`src/verilog/idct_pkg.sv`:
```
// ----------------------------
// inverse DCT block package
// widths, request struct, strides
// cosine table and shift amounts
// ----------------------------

package idct_pkg;

	typedef logic [17:0] sram_addr_t;
	typedef logic [15:0] sram_word_t;
	typedef logic signed [15:0] sample_t;
	typedef logic signed [31:0] acc_t;
	typedef logic [5:0] buf_addr_t;    // row in [5:3], column in [2:0]

	typedef struct packed {
		sram_addr_t src_addr;    // first coefficient word
		sram_addr_t dst_addr;    // first pixel word
		logic chroma;
	} idct_req_t;

	localparam int BLOCK_DIM = 8;
	localparam int BLOCK_WORDS = BLOCK_DIM * BLOCK_DIM;

	// line strides in words
	localparam sram_addr_t SRC_STRIDE_Y = 18'd320;
	localparam sram_addr_t SRC_STRIDE_UV = 18'd160;
	localparam sram_addr_t DST_STRIDE_Y = 18'd160;
	localparam sram_addr_t DST_STRIDE_UV = 18'd80;

	// row is the frequency index, column the spatial index, scaled by 2^12
	localparam logic signed [15:0] COS_TABLE [BLOCK_DIM][BLOCK_DIM] = '{
		'{16'sd1448, 16'sd1448, 16'sd1448, 16'sd1448,
			16'sd1448, 16'sd1448, 16'sd1448, 16'sd1448},
		'{16'sd2009, 16'sd1703, 16'sd1138, 16'sd399,
			-16'sd399, -16'sd1138, -16'sd1703, -16'sd2009},
		'{16'sd1892, 16'sd784, -16'sd784, -16'sd1892,
			-16'sd1892, -16'sd784, 16'sd784, 16'sd1892},
		'{16'sd1703, -16'sd399, -16'sd2009, -16'sd1138,
			16'sd1138, 16'sd2009, 16'sd399, -16'sd1703},
		'{16'sd1448, -16'sd1448, -16'sd1448, 16'sd1448,
			16'sd1448, -16'sd1448, -16'sd1448, 16'sd1448},
		'{16'sd1138, -16'sd2009, 16'sd399, 16'sd1703,
			-16'sd1703, -16'sd399, 16'sd2009, -16'sd1138},
		'{16'sd784, -16'sd1892, 16'sd1892, -16'sd784,
			-16'sd784, 16'sd1892, -16'sd1892, 16'sd784},
		'{16'sd399, -16'sd1138, 16'sd1703, -16'sd2009,
			16'sd2009, -16'sd1703, 16'sd1138, -16'sd399}
	};

	// T keeps 4 fraction bits, S comes out as an integer
	localparam int PASS1_SHIFT = 8;
	localparam int PASS2_SHIFT = 16;

	localparam int SRAM_READ_LATENCY = 2;
	localparam int REQ_CREDITS = 1;

endpackage
```
`src/verilog/block_writeback.sv`:
```
// ----------------------------
// write-back stage
// clips results to 8 bits, packs
// pixel pairs, writes rows to SRAM
// ----------------------------

`timescale 1ns/1ns

module block_writeback (
	input  logic                 Clock,
	input  logic                 Resetn,
	input  logic                 result_valid_i,
	input  idct_pkg::idct_req_t  result_req_i,
	output logic                 result_credit_o,
	output idct_pkg::buf_addr_t  result_rd_addr_o,
	input  idct_pkg::acc_t       result_rd_data_i,
	output idct_pkg::sram_addr_t sram_wr_addr_o,
	output idct_pkg::sram_word_t sram_wr_data_o,
	output logic                 sram_we_n_o,
	output logic                 blk_done_o
);

	typedef enum logic [1:0] {S_IDLE, S_RUN, S_TAIL, S_DONE} state_t;

	state_t state;
	logic pend, vld_q;
	idct_pkg::idct_req_t cur_req;
	idct_pkg::buf_addr_t rd_cnt, idx_q;
	idct_pkg::sram_addr_t stride;
	logic [7:0] hi_byte, lo_byte;

	function automatic logic [7:0] clip_pixel(input idct_pkg::acc_t v);
		if (v < 0) begin
			return 8'd0;
		end
		if (v > 255) begin
			return 8'd255;
		end
		return v[7:0];
	endfunction

	assign result_rd_addr_o = rd_cnt;
	assign stride = cur_req.chroma ? idct_pkg::DST_STRIDE_UV : idct_pkg::DST_STRIDE_Y;
	assign lo_byte = clip_pixel(result_rd_data_i);

	always_ff @(posedge Clock or negedge Resetn) begin
		if (!Resetn) begin
			state <= S_IDLE;
			pend <= 1'b0;
			vld_q <= 1'b0;
			rd_cnt <= '0;
			result_credit_o <= 1'b0;
			blk_done_o <= 1'b0;
			sram_we_n_o <= 1'b1;
			sram_wr_addr_o <= '0;
			sram_wr_data_o <= '0;
		end else begin
			result_credit_o <= 1'b0;
			blk_done_o <= 1'b0;
			sram_we_n_o <= 1'b1;
			vld_q <= (state == S_RUN);
			case (state)
				S_IDLE: begin
					if (pend) begin
						pend <= 1'b0;
						state <= S_RUN;
					end
				end
				S_RUN: begin
					rd_cnt <= rd_cnt + 6'd1;
					if (rd_cnt == 6'd63) begin
						state <= S_TAIL;
					end
				end
				S_TAIL: begin
					result_credit_o <= 1'b1;    // buffer fully read
					state <= S_DONE;
				end
				S_DONE: begin
					blk_done_o <= 1'b1;
					state <= S_IDLE;
				end
				default: state <= S_IDLE;
			endcase
			// odd column completes the pair
			if (vld_q && idx_q[0]) begin
				sram_we_n_o <= 1'b0;
				sram_wr_addr_o <= cur_req.dst_addr
					+ idct_pkg::sram_addr_t'(idx_q[5:3]) * stride
					+ idct_pkg::sram_addr_t'(idx_q[2:1]);
				sram_wr_data_o <= {hi_byte, lo_byte};
			end
			if (result_valid_i) begin
				pend <= 1'b1;
			end
		end
	end

	always_ff @(posedge Clock) begin
		idx_q <= rd_cnt;
		if (result_valid_i) begin
			cur_req <= result_req_i;
		end
		if (vld_q && !idx_q[0]) begin
			hi_byte <= lo_byte;    // even column, high byte
		end
	end

endmodule

```
`config.mk`:
```
export PLATFORM = sky130hd
export DESIGN_NAME = block_writeback
export DESIGN_NICKNAME = d
export VERILOG_FILES = /design/src/verilog/idct_pkg.sv /design/src/verilog/block_writeback.sv
export SDC_FILE = /design/constraint.sdc
export NUM_CORES = 1
export LEC_CHECK = 0
export ABC_AREA = 1
export BUFFER_PORTS_ARGS = -buffer_cell sky130_fd_sc_hd__buf_2
export CORE_MARGIN = 3
export CORE_UTILIZATION = 49
export DETAILED_ROUTE_END_ITERATION = 16
export PLACE_DENSITY = 0.83
export RECOVER_POWER = 50
export SYNTH_ARGS = -nofsm -noshare
export SYNTH_HDL_FRONTEND = slang
export SYNTH_SLANG_ARGS = --single-unit
```
`constraint.sdc`:
```
create_clock -name Clock -period 3.3 [get_ports Clock]
set_clock_uncertainty 0.1 [all_clocks]
set_input_delay 0.66 -clock Clock [delete_from_list [all_inputs] [get_ports Clock]]
set_output_delay 0.66 -clock Clock [all_outputs]
set_load 0.02 [all_outputs]
```
# Word level (Yosys, flattened, before mapping)
# Index checks and enable logic that the tools add are counted.
[totals] reg_bits=80 input_bits=72 output_inout_bits=43 wordCells=47
[op_classes] add_sub_neg=3 mul=1 order_cmp=2 eq_ne=6 n_mux=16 n_reduce_logical=6
[op_table] op="$mux 8" n=5
[op_table] op="$gt 32x9->1 const B" n=1
[op_table] op="$lt 32x1->1 const B" n=1
[op_table] op="$add 18x11->18" n=1
[op_table] op="$add 18x2->18" n=1
[op_table] op="$mul 3x8->11" n=1
[op_table] op="$mux 1" n=8
[op_table] op="$pmux 2 s4" n=1
[op_table] op="$add 6x1->6 const B" n=1
[op_table] op="$eq 6x6->1 const B" n=1
[op_table] op="$eq 2x2->1 const B" n=2
[op_table] op="$mux 2" n=2
[op_table] op="$eq 2x1->1 const B" n=1
[op_table] op="$logic_and 1x1->1" n=2
[op_table] op="$logic_not 2->1" n=1
[op_table] op="$ne 2x1->1 const B" n=1
[op_table] op="$ne 2x2->1 const B" n=1
[op_table] op="$reduce_and 2->1" n=1
[op_table] op="$reduce_bool 2->1" n=1
[op_table] op="$logic_not 1->1" n=1

# Longest topological paths before layout
# Gate-level depths: netlist of run 1.
[depth] ltp_word=5 ltp_mapped=19

# Worst setup path after synthesis of run 1
# No wires, ideal clock.
[synth_path] path_kind="reg2reg" startpoint="reg cur_req[0] in the netlist's numbering" endpoint="reg sram_wr_addr_o[12]" t_arrival_ns=2.604 required_ns=3.082 path_slack_ns=0.478 path_stages_with_launch=15 path_buffers=0 period_less_slack_ns=2.822 cell_sequence="edfxtp_1 > o21ai_1 > inv_1 > ha_1 > fa_1 > ha_1 > nand2_1 > nor2_1 > nor2_1 > nand2_1 > nand2_1 > nand2_1 > or2_1 > nand3_1 > nand2_1"
[synth_between] elab_chain_len=4
[synth_lines] item="start, declared" line_no="block_writeback.sv:27" text="idct_pkg::idct_req_t cur_req;"
[synth_lines] item="start signal, assigned" line_no="block_writeback.sv:102" text="cur_req <= result_req_i;"
[synth_lines] item="$mux 8" line_no="block_writeback.sv:43" text="assign stride = cur_req.chroma ? idct_pkg::DST_STRIDE_UV : idct_pkg::DST_STRIDE_Y;"
[synth_lines] item="$mul 3x8->11" line_no="block_writeback.sv:89" text="+ idct_pkg::sram_addr_t'(idx_q[5:3]) * stride"
[synth_lines] item="$add 18x11->18" line_no="block_writeback.sv:89"
[synth_lines] item="$add 18x2->18" line_no="block_writeback.sv:90" text="+ idct_pkg::sram_addr_t'(idx_q[2:1]);"
[synth_lines] item="end signal, assigned" line_no="block_writeback.sv:88" text="sram_wr_addr_o <= cur_req.dst_addr"
[synth_lines] item="end, declared" line_no="block_writeback.sv:17" text="output idct_pkg::sram_addr_t sram_wr_addr_o,"
# Every way passes these cells.
# A chain may end at the register's enable or synchronous reset.

# Worst setup path in the final report of run 1
# Same ends and word-level chain as after synthesis.

==> results by group, run 1 <==
Synth
  • Cells after Synth: 447
  • Synth Cell Area: 4010 um2
  • Flops & latches, synth: 80
  • Synth area leader: dfrtp_1
  • Post-synthesis cell type count: 36
  • Post-Syn Area per Cell: 8.971 um2
  • Synth warn: 0
  • Ys flop type: dfrtp_1
  • Synth top area share: 28.71%
  • Seq/Total Area, Yosys: around 53%
  • Top post-synthesis cells by area: dfrtp_1 (29%), edfxtp_1 (20%), nand2_1 (14%), inv_1 (5.4%), ha_1 (5.3%)
  • Ys async rst share: about three fifths
  • Post-synth EDFFs: 27

Final layout
  • Fin util: 60.99%
  • Register area: 2108 um2
  • N_diodes: 0
  • Share of cells above drive strength 1: 23.60%
  • Commonest non-fill, non-tap cell in the layout: nand2_1
  • Commonest non-fill, non-tap cells in the layout: nand2_1 (151), buf_2 (93), inv_1 (58), dfrtp_1 (46), nand3_1 (28)
  • Fillers: 699
  • Area Overhead vs Synth: 19.34%
  • Multi-input gate area: 1617 um2
  • Layout net count: around 640

Die
  • Initial Utilization: 51.10%
  • Core box area: 7848 um2
  • Chip width: 96.47 um
  • Die H: 96.47 um
  • Die area: 9306 um2
  • Count of boundary I/O pins: about 120
  • Rows: 32

Route
  • Antenna Nets Post-Route: 0
  • Drt wl/cell: 13.12 um
  • Post-route DRC violation count: 0
  • Initial DRC count: 136
  • 1st-pass router iterations: 4
  • DRT Wirelength: 8617 um
  • Via count: 3227
  • Vias per cell: 4.912

Critical path
  • Data required time of the critical path: 3.44 ns
  • Setup crit end kind: register
  • Max FO, Critical Path: 7
  • Crit start category: register
  • Reg2Reg Depth: 16
  • Crit path DAT: roughly 3.2 ns
  • Critical path class: register to register
  • Reg2Reg Setup Slack: 0.20 ns

STA
  • Final Hold Fails: 0
  • Setup violators final: 0
  • Final setup TNS: 0 ns
  • Max-Slew Margin vs Limit: -68.71%
  • Tcrit/Tclk final: 94.06%
  • FMAX: 322.2 MHz
  • Worst Tran Pin Value: approximately 2.5 ns
  • Final WS setup: slightly below 0.2 ns
  • Min cycle time layout: about 3.1 ns
  • RSZ-0062 raised after global routing: false
  • Pins over their slew limit: 48

Place
  • Placement Setup Slack: around 0.25 ns
  • IO Port Bufs: 96
  • Hpwl dp: 6509 um
  • Final GP Congestion: a little over 0.9

Global routing
  • Initial antenna violation count: 0
  • Global-route wire length before repair: 14080 um
  • Pin count of the biggest net entering global routing: 48
  • GRT Overall Usage: 19.62%
  • Vias in the first global route: 3173
  • Grt total ovfl: 0

CTS
  • CTS max path bufs: 2
  • H-tree lvl count: 3
  • Register clock-pin slew on the reported worst setup and hold paths: 0.08 ns
  • CTS Hold Bufs: 0
  • CTS tree: built
  • CTS sink cnt: 80
  • Cts bufs inserted: 9
  • Worst-skew pair later-pin latency: 0.34 ns
  • CTS root buf: clkbuf_8

Pwr
  • PnR Total Power: 0.002411 W
  • Worst vdd ir: between 0.2 and 0.3 mV
  • Pwr dens: just over 500 nW/um2
  • Pleak: 2.501 nW

Hold path
  • Hold Crit Class: register to register
  • Hold depth: 0

Run
  • Max-capacitance violation count: 1

Run status
  • Status: complete, but fails checks
  • Failing checks: max-capacitance violations, max-slew violations
cell usage after synthesis, drive strengths merged, types with 4 or more instances:
cell    number
xor2         7
nand2      154
dfrtp       46
dfxtp        6
xnor2        7
buf          4
o21ai       14
nand4        8
a21oi       14
edfxtp      27
fa           5
inv         61
clkbuf       4
ha          17
nand3       28
nor2        33
through the flow:
step           cell area, um2  cells  hold WS (ns)
6_report                 4786    657        0.3283
5_1_grt                  4786    657        0.3515
4_1_cts                  4763    655        0.3270
3_5_place_dp             4576    639        0.3050
3_3_place_gp             4576    639        0.2869
2_1_floorplan            4014    448        0.2644
where the power goes:
| group | switching, W | internal (W) |
|---|---|---|
| Sequential | 0.0000518 | 0.00112 |
| Combinational | 0.000369 | 0.000208 |
| Clock | 0.000361 | 0.000301 |
| Total | 0.000782 | 0.00163 |
state kept, by name (all words and copies together), names as in the netlist:
register / cells
blk_done_o: 1
cur_req: 19
hi_byte: 8
idx_q: 6
pend: 1
result_credit_o: 1
result_rd_addr_o: 6
sram_we_n_o: 1
sram_wr_addr_o: 18
sram_wr_data_o: 16
state: 2
vld_q: 1
final timing paths:
kind	endpoint	startpoint
max	sram_wr_addr_o[12]	cur_req[0]
min	idx_q[5]	result_rd_addr_o[5]
max reg2reg	sram_wr_addr_o[12]	cur_req[0]
min reg2reg	idx_q[5]	result_rd_addr_o[5]
max in group asynchronous	sram_wr_addr_o[8]	Resetn
min in group asynchronous	sram_wr_addr_o[0]	Resetn
routing by layer:
| metal | routed length (um) | up-vias | track usage [%] |
|---|---|---|---|
| met1 | 3608 | 1522 | 24.91 |
| li1 | - | 1613 | - |
| met2 | 4371 | 76 | 33.28 |
| met3 | 469 | 16 | 3.486 |
| met4 | 167 | 0 | 7.827 |
| met5 | 0 | - | 0 |
critical path, stage by stage, from the launching register on:
cell and delay, ns:
edfxtp_1 0.50, nand2_1 0.13, o21ai_0 0.11, ha_1 0.30, inv_1 0.05, fa_1 0.50, inv_1 0.04, ha_1 0.35
nand2_1 0.09, nand2_1 0.07, nor2_1 0.10, nand2_1 0.10, nand2_1 0.07, nand2_1 0.11, or2_1 0.24, nand3_1 0.07
nand2_1 0.05
area by class of cell:
type / count / area share, %
Multi-Input combinational cell: 298 / 33.78
Clock inverter: 6 / 1.046
Sequential cell: 80 / 44.05
Timing Repair Buffer: 99 / 10.43
Tap cell: 102 / 2.667
Inverter: 62 / 5.150
Clock buffer: 10 / 2.876
what timing repair did:
action                                  in CTS  in global routing
endpoints found under the setup margin       0                  4
endpoints found under the hold margin        0                  0
resized for setup                            0                  3
setup buffers                                0                  2
kinds of logic (layout without fill, tap and decap cells):
logic type      count (synthesis)  in the layout  synth area share [%]
other cells                     1              2               0.09351
fa+ha+maj                      22             22                 7.800
simple gates                  230            230                 25.12
buf+inv                        70            177                 7.488
flops                          80             80                 52.57
compound gates                 30             30                 3.869
xor+xnor                       14             14                 3.058
(Power assumes the default switching activity.)
==> run 2: changes to the inputs <==
--- a/config.mk
+++ b/config.mk
@@ -8,9 +8,9 @@
 export ABC_AREA = 1
 export BUFFER_PORTS_ARGS = -buffer_cell sky130_fd_sc_hd__buf_2
 export CORE_MARGIN = 3
-export CORE_UTILIZATION = 49
+export CORE_UTILIZATION = 52
 export DETAILED_ROUTE_END_ITERATION = 16
-export PLACE_DENSITY = 0.83
+export PLACE_DENSITY = 0.87
 export RECOVER_POWER = 50
 export SYNTH_ARGS = -nofsm -noshare
 export SYNTH_HDL_FRONTEND = slang
==> run 2 against run 1 <==
  * Critical path type unchanged
  * Largest cell class unchanged
  * Routed wire length shrank 1.2%
  * The run still ends with max-capacitance violations, max-slew violations left
  * Worst setup slack gained 0.073 ns
  * Final area grew 0.86%
  * Via count grew 0.65%
  * Utilization grew 4.5 points
  * Critical path depth is the same
  * Maximum frequency grew 2.4%
  * Register-to-register slack gained 0.07 ns
  * Clock power grew 19%
  * First-iteration DRC count grew 39%
  * Total power grew 5.7%
==> results by group, run 2 (synthesis results as in run 1) <==
Run status
  • Status: complete, but fails checks
  • Failing checks: max-capacitance violations, max-slew violations

Critical path
  • Max stage delay on crit path: 0.51 ns (about the same)
  • Setup crit end kind: register
  • Cell mode on critical path: nand2_1
  • Data required time of the critical path: 3.44 ns (about the same)
  • Critical path class: register to register
  • CP delay by family, top: adder cells
  • Crit start category: register
  • Crit path buf inv count: 3 (+1)
  • Max FO, Critical Path: 8 (+1)
  • Crit-path cells: nand2_1, o21ai_0, ha_1, inv_1, fa_1, inv_1, ha_4, nand2_1, nor2_1, inv_2, nor2_1, nand2_1, nand3_1, nand3_1, nand3_1, nand2_1
  • Slowest cell on the critical path: fa_1
  • Crit path DAT: 3.17 ns (-0.07 ns)

STA
  • Max-Slew Margin vs Limit: -65.30% (+3.4 points)
  • Worst Tran Pin Value: 2.480 ns (-0.05118 ns)
  • Final WS setup: 0.2686 ns (+0.07259 ns)
  • Setup violators final: 0 (unchanged)
  • FMAX: 329.9 MHz (+2.4%)
  • Final setup TNS: 0 ns (unchanged)
  • Pins over their slew limit: 48 (unchanged)
  • Tcrit/Tclk final: 91.86% (-2.2 points)
  • Min cycle time layout: 3.031 ns (-0.07259 ns)
  • RSZ-0062 raised after global routing: false
  • Final Hold Fails: 0 (unchanged)

CTS
  • Register clock-pin slew on the reported worst setup and hold paths: 0.08 ns (about the same)
  • CTS tree: built
  • CTS root buf: clkbuf_8
  • Worst-skew pair later-pin latency: 0.35 ns (about the same)
  • Cts bufs inserted: 9 (unchanged)
  • CTS sink cnt: 80 (unchanged)
  • CTS Hold Bufs: 0 (unchanged)
  • H-tree lvl count: 3 (unchanged)
  • CTS max path bufs: 2 (unchanged)

Global routing
  • Pin count of the biggest net entering global routing: 48 (unchanged)
  • Vias in the first global route: 3201 (+0.88%)
  • Grt total ovfl: 0 (unchanged)
  • Global-route wire length before repair: 14090 um (about the same)
  • Initial antenna violation count: 0 (unchanged)
  • GRT Overall Usage: 20.45% (+0.83 points)

Die
  • Rows: 31 (-3.1%)
  • Die area: 8801 um2 (-5.4%)
  • Count of boundary I/O pins: 115 (unchanged)
  • Die H: 93.82 um (-2.7%)
  • Core box area: 7370 um2 (-6.1%)
  • Chip width: 93.82 um (-2.7%)
  • Initial Utilization: 54.41% (+3.3 points)

Run
  • Max-capacitance violation count: 1 (unchanged)

Final layout
  • Layout net count: 643 (-0.16%)
  • Share of cells above drive strength 1: 24.01% (+0.40 points)
  • Area Overhead vs Synth: 20.37%
  • Regs by FF count: cur_req x19, sram_wr_addr_o x18, sram_wr_data_o x16
  • Largest Register: cur_req
  • Post-route cell area: 4827 um2 (+0.86%)
  • Commonest non-fill, non-tap cell in the layout: nand2_1
  • N_diodes: 0 (unchanged)
  • Max FFs per register: 19 (unchanged)
  • Commonest non-fill, non-tap cells in the layout: nand2_1 (150), buf_2 (94), inv_1 (58), dfrtp_1 (46)

Route
  • Vias per cell: 4.974 (+1.3%)
  • DRT Wirelength: 8511 um (-1.2%)
  • 1st-pass router iterations: 4 (unchanged)
  • Initial DRC count: 189 (+39%)
  • Drt wl/cell: 13.03 um (-0.63%)
  • Via count: 3248 (+0.65%)
  • Antenna Nets Post-Route: 0 (unchanged)
  • Post-route DRC violation count: 0 (unchanged)

Pwr
  • Pleak: 2.518 nW (+0.68%)
  • Pwr dens: 527.8 nW/um2 (+4.7%)
  • Worst vdd ir: 0.3417 mV (+27%)

Hold path
  • Hold Crit Class: register to register

Place
  • Dpl cell area: 4572 um2 (about the same)
  • IO Port Bufs: 96 (unchanged)
  • Final GP Congestion: 0.9219 (+1.6%)
  • Placement Setup Slack: 0.2343 ns (-0.01288 ns)
  • Hpwl dp: 6444 um (-1.0%)
## run 2: cell types whose count changed in the layout (fill, tap and decap cells not counted), moves of 2 or more
cell       previous run  this run
bufinv_16             0         2
clkinv_2              0         2
ha_1                 17        15
ha_4                  0         2
## run 2: final cells by class
type,instances,area (um2)
Fill cell,601,2542
Sequential cell,80,2108
Multi-Input combinational cell,298,1637
Timing Repair Buffer,98,493.0
Inverter,62,246.5
Clock buffer,9,123.9
Tap cell,99,123.9
Clock inverter,7,95.09
## run 2: through the flow
stage                     hold WS, ns  total power [W]  util (%)  instances
after floorplan                0.2644         0.001560         -        448
after global placement         0.2840         0.001738     62.04        636
after detailed placement       0.2911         0.001758     62.04        636
after CTS                      0.3114         0.002547     65.01        652
after global routing           0.3334         0.002696     65.50        653
final                          0.3132         0.002548     65.50        653
## run 2: worst register-to-register path, stage by stage (launching register included)
cell	delay, ns
edfxtp_1	0.50
nand2_1	0.13
o21ai_0	0.10
ha_1	0.29
inv_1	0.06
fa_1	0.51
inv_1	0.07
ha_4	0.29
nand2_1	0.08
nor2_1	0.26
inv_2	0.04
nor2_1	0.09
nand2_1	0.08
nand3_1	0.11
nand3_1	0.08
nand3_1	0.09
nand2_1	0.06
## run 2: path summary, 6_finish.rpt
check                               startpoint                  to  slack (ns)  cells past startpoint
max                                 cur_req[0]  sram_wr_addr_o[17]        0.27                     16
min                        result_rd_addr_o[5]            idx_q[5]        0.31                      0
max reg2reg                         cur_req[0]  sram_wr_addr_o[17]        0.27                     16
min reg2reg                result_rd_addr_o[5]            idx_q[5]        0.31                      0
max in group asynchronous               Resetn   sram_wr_addr_o[6]        0.72                      1
min in group asynchronous               Resetn   sram_wr_addr_o[0]        0.96                      1
## run 2: report_power, final
| group | switching (W) | leakage (nW) | internal (W) |
|---|---|---|---|
| Clock | 0.000360 | 0.110 | 0.000427 |
| Combinational | 0.000370 | 1.55 | 0.000221 |
| Sequential | 0.0000496 | 0.856 | 0.00112 |
## run 2: layer usage
metal,global-route usage [%],part of all wire [%]
met1,25.97,42
met5,0,0
met4,9.868,3.3
met2,33.12,50
met3,4.567,5.5
## run 2: repair_timing
action                                  in CTS  in global routing
gates resized for setup                      0                  4
setup buffers                                0                  1
endpoints found under the setup margin       0                  5
